**config.mk**
```make
export PLATFORM = sky130hd
export DESIGN_NAME = port_arbiter
export DESIGN_NICKNAME = d
export VERILOG_FILES = /design/src/sdram_geom_pkg.sv /design/src/port_arbiter.sv
export SDC_FILE = /design/constraint.sdc
export NUM_CORES = 1
export LEC_CHECK = 0
export BUFFER_PORTS_ARGS = -buffer_cell sky130_fd_sc_hd__buf_4
export CORE_MARGIN = 2
export CORE_UTILIZATION = 24
export DETAILED_ROUTE_END_ITERATION = 10
export HOLD_SLACK_MARGIN = 0.15
export MAX_ROUTING_LAYER = met4
export PLACE_DENSITY_LB_ADDON = 0.12
export SKIP_LAST_GASP = 1
export SYNTH_ARGS = -nofsm -noshare
export SYNTH_HDL_FRONTEND = slang
export SYNTH_SLANG_ARGS = --single-unit
```
**constraint.sdc**
```tcl
create_clock -name clk -period 1 [get_ports clk]
set_input_delay 0.1 -clock clk [delete_from_list [all_inputs] [get_ports clk]]
set_output_delay 0.1 -clock clk [all_outputs]
set_load 0.02 [all_outputs]
```
**src/sdram_geom_pkg.sv**
```systemverilog
/*
 * small device geometry so the model array stays cheap to simulate
 * request address is {bank, row, col}, msb first
 */
`default_nettype none

package sdram_geom_pkg;

    localparam int BANK_W = 2;
    localparam int ROW_W  = 4;
    localparam int COL_W  = 5;
    localparam int DQ_W   = 16;

    localparam int ADDR_W = BANK_W + ROW_W + COL_W;

    // pin bus must also hold the mode fields up to bit 6
    localparam int A_W = (ROW_W > 7) ? ROW_W : 7;

endpackage

`default_nettype wire

```
**src/port_arbiter.sv**
```systemverilog
/*
 * two-port round-robin arbiter, grant held until the controller's done
 * port 0 wins the first tie after reset
 */
`timescale 1ns/1ps
`default_nettype none

module port_arbiter
    import sdram_geom_pkg::*;
(
    input  logic               clk,
    input  logic               cke,
    input  logic               req_0,
    input  logic               we_0,
    input  logic [ADDR_W-1:0]  addr_0,
    input  logic [DQ_W/8-1:0]  be_0,
    input  logic [DQ_W-1:0]    wdata_0,
    output logic               wr_next_0,
    output logic               rd_valid_0,
    output logic               done_0,
    input  logic               req_1,
    input  logic               we_1,
    input  logic [ADDR_W-1:0]  addr_1,
    input  logic [DQ_W/8-1:0]  be_1,
    input  logic [DQ_W-1:0]    wdata_1,
    output logic               wr_next_1,
    output logic               rd_valid_1,
    output logic               done_1,
    output logic               start,
    output logic               we_out,
    output logic [ADDR_W-1:0]  addr_out,
    output logic [DQ_W/8-1:0]  be_out,
    output logic [DQ_W-1:0]    wdata_out,
    input  logic               busy,
    input  logic               wr_next,
    input  logic               rd_valid,
    input  logic               done
);

    logic [1:0] grant;
    logic       last;                            // 1 when port 1 served last
    logic       pick_1;
    logic       sel;

    assign pick_1 = req_1 && (!req_0 || !last);
    assign sel    = grant[1];

    always_ff @(posedge clk or negedge cke) begin
        if (!cke) begin
            grant <= 2'b00;
            last  <= 1'b1;
            start <= 1'b0;
        end else begin
            start <= 1'b0;
            if (done) begin
                grant <= 2'b00;                  // regrant no earlier than next cycle
            end else if (grant == 2'b00 && !busy && (req_0 || req_1)) begin
                grant <= pick_1 ? 2'b10 : 2'b01;
                last  <= pick_1;
                start <= 1'b1;
            end
        end
    end

    assign we_out    = sel ? we_1    : we_0;
    assign addr_out  = sel ? addr_1  : addr_0;
    assign be_out    = sel ? be_1    : be_0;
    assign wdata_out = sel ? wdata_1 : wdata_0;

    assign wr_next_0  = wr_next  & grant[0];
    assign rd_valid_0 = rd_valid & grant[0];
    assign done_0     = done     & grant[0];
    assign wr_next_1  = wr_next  & grant[1];
    assign rd_valid_1 = rd_valid & grant[1];
    assign done_1     = done     & grant[1];

    a_grant_onehot: assert property (@(posedge clk) disable iff (!cke)
        $onehot0(grant))
        else $error("both ports granted");

    a_done_granted: assert property (@(posedge clk) disable iff (!cke)
        done |-> (grant != 2'b00))
        else $error("controller done with no port granted");

endmodule

`default_nettype wire

```
==> flow_summary.yaml <==
status:
  outcome: "finished with violations"
  violations: "negative setup slack"
logic_synthesis:
  synth_nets: 124
  syn_inst: 56
  netlist_area_um2: 585.6
  synth_cell_types: 16
  avgSynthCellArea_um2: 10.46
  seq_area_frac_synth_pct: 17.31
  synth_top_area_cell: "mux2_2"
  ys_warn_count: 0
  synth_area_leaders: "mux2_2 58%, dfrtp_1 13%, and2_1 6.4%"
  synth.top_cell.area_share_pct: 57.69
  synth_seq_cells: 4
floorplan:
  initial_core_util_pct: 25.97
  io_pins: 105
  die_w_um: 53.40
  die_h_um: 53.40
  core-area_mm2: 0.002255
  rows: 17
  dieArea_mm2: 0.002851
sta:
  setup_violations: 40
  max_freq_mhz: 686.4
  period_needed_ns: 1.457
  max_slew.worst_pin.slew_ns: 0.2117
  tns_ns: -14.93
  rsz0062_at_grt: "yes"
  drv_slew: 0
  holdWs_ns: 0.1660
  fin_skew_ns: 0.01059
  hold_viol: 0
  min_period_over_period_pct: 145.7
  slew_headroom_pct: 85.78
  fin_ws_ns: -0.4568
drt:
  vias: 907
  first_pass_iters: 4
  wirelength_um: 2768
  drt_iter0_markers: 6
  drtAntennaViolNets: 0
  via_per_inst: 4.581
  drc: 0
  routedWlPerCell_um: 13.98
worst_setup_path:
  cp_top_family: "flip-flops"
  critPathLaunchType: "flip-flop"
  cp_max_fo: 13
  critPathCaptureType: "output pin"
  r2r-end: "last$_DFFE_PN1P_"
  path_class: "flip-flop to output pin"
  r2r-start: "grant[1]$_DFFE_PN0P_"
  r2r_slack_ns: -0.33
  cp_num_buf_inv: 2
  critPathSlowestCell: "dfrtp_2"
  cp_cell_sequence: "buf_12 > mux2_2 > buf_4"
  reg2reg_depth: 6
  critical_path_arrival_ns: 1.36
  critPathRequiredTime_ns: 0.90
  cpPeakStageDelay_ns: 0.43
power:
  peakVddDrop_mv: 0.6976
  p_per_area_mw_per_mm2: 916.3
  total_leakage_power_uw: 0.0008892
clock_network:
  cts_sinks: 4
  htree_levels: 1
  clk_path_buf_depth: 2
  numCtsBuffers: 3
  clkTransAtPathRegs_ns: 0.05
  cts_tree: "done"
  cts_root_buf: "clkbuf_4"
  insertion_delay_ns: 0.25
min_path:
  holdPathStages: 4
  min_path_type: "input port to flip-flop"
  hold_end: "last$_DFFE_PN1P_"
  min_from: "done"
cells_and_area:
  final_area_mm2: 0.001697
  most-common-layout-cells: "93 x buf_4, 25 x mux2_4, 13 x buf_6, 6 x and2_4, 5 x mux2_2"
  fill_cells: 167
  drive_gt1_share_pct: 90.59
  multi_input_area_um2: 559.3
  final_common_cell: "buf_4"
  final-seq-area_um2: 103.9
  finalNetCount: 239
  n_antenna_cell: 0
  syn2layout_area_growth_pct: 189.7
place:
  gp_congestion: 0.7093
  dpl_cell_area_mm2: 0.001523
  io_buffers: 104
  hpwlAfterDp_um: 2268
grt:
  antenna_found_initial: 0
  grt_pass1_wl_um: 3781
  grt_pass1_vias: 876
  grt_max_degree: 14
  grt_usage_pct: 18.91
  grt_overflow: 0
job:
  drv_cap: 0
[sequential cells by signal, indices dropped and copies added (netlist names)]
name and flops:
grant 2, last 1, start 1
[tightest hold or removal path: stages]
cell	delay, ns
buf_4	0.11
nor4_4	0.05
nand3_1	0.07
o21ai_1	0.07
[worst max-delay path by stage]
stage / from / endpoint / depth (start not counted)
after floorplan: grant[1]$_DFFE_PN0P_ / addr_out[0] / 3
after global placement: grant[1]$_DFFE_PN0P_ / wdata_out[15] / 3
after detailed placement: grant[1]$_DFFE_PN0P_ / wdata_out[14] / 3
after CTS: grant[1]$_DFFE_PN0P_ / wdata_out[14] / 3
after global routing: grant[1]$_DFFE_PN0P_ / wdata_out[12] / 3
final: grant[1]$_DFFE_PN0P_ / wdata_out[14] / 3
[stage by stage]
step	std cells	total power, uW	setup slack (ns)	util (%)
final	198	1555	-0.4568	75.25
after global routing	198	1631	-0.5021	75.25
after CTS	198	1552	-0.4677	74.47
after detailed placement	187	1233	-0.1972	67.54
after global placement	187	1208	-0.1801	67.54
after floorplan	56	767.8	-0.07078	-
[repair_timing]
action,CTS,global route
buffers inserted,3,0
pin swaps,4,4
endpoints found under the setup margin,39,40
hold endpoints to repair,8,0
resized for setup,18,5
hold buffers,4,0
[cells by family after synthesis]
| kind of cell | count (synthesis) | synth area share [%] |
|---|---|---|
| AOI/OAI and AO/OA | 4 | 4.059 |
| buffers and inverters | 6 | 7.051 |
| DFF | 4 | 17.31 |
| muxes | 30 | 57.69 |
| and+or+nand+nor | 12 | 13.89 |
[synthesized netlist by cell type]
master    count
mux2_2       30
and2_1        6
buf_4         3
dfrtp_1       3
inv_1         2
nor2_1        2
a31oi_1       1
buf_6         1
dfstp_2       1
nand2_1       1
nand2b_1      1
nand3_1       1
nor4_4        1
o21a_1        1
o21ai_0       1
o21ai_1       1
[report_power, final]
part / internal [uW] / switching (uW)
Combinational: 672 / 428
Clock: 151 / 81.3
Sequential: 194 / 28.0
[cell type report]
type	count	share of cell area, %
Clock buffer	4	1.549
Inverter	2	0.4425
Multi-Input combinational cell	46	32.96
Sequential cell	4	6.121
Tap cell	28	2.065
Timing Repair Buffer	114	56.86
[metal layers]
layer  part of all wire, %  GRT usage, %  routed length, um
met3                    12         4.237                321
met4                   1.4         8.974                 40
met2                    55         36.63               1526
met5                     0             -                  0
met1                    32         17.06                879
Power figures use the tool's default switching activity.
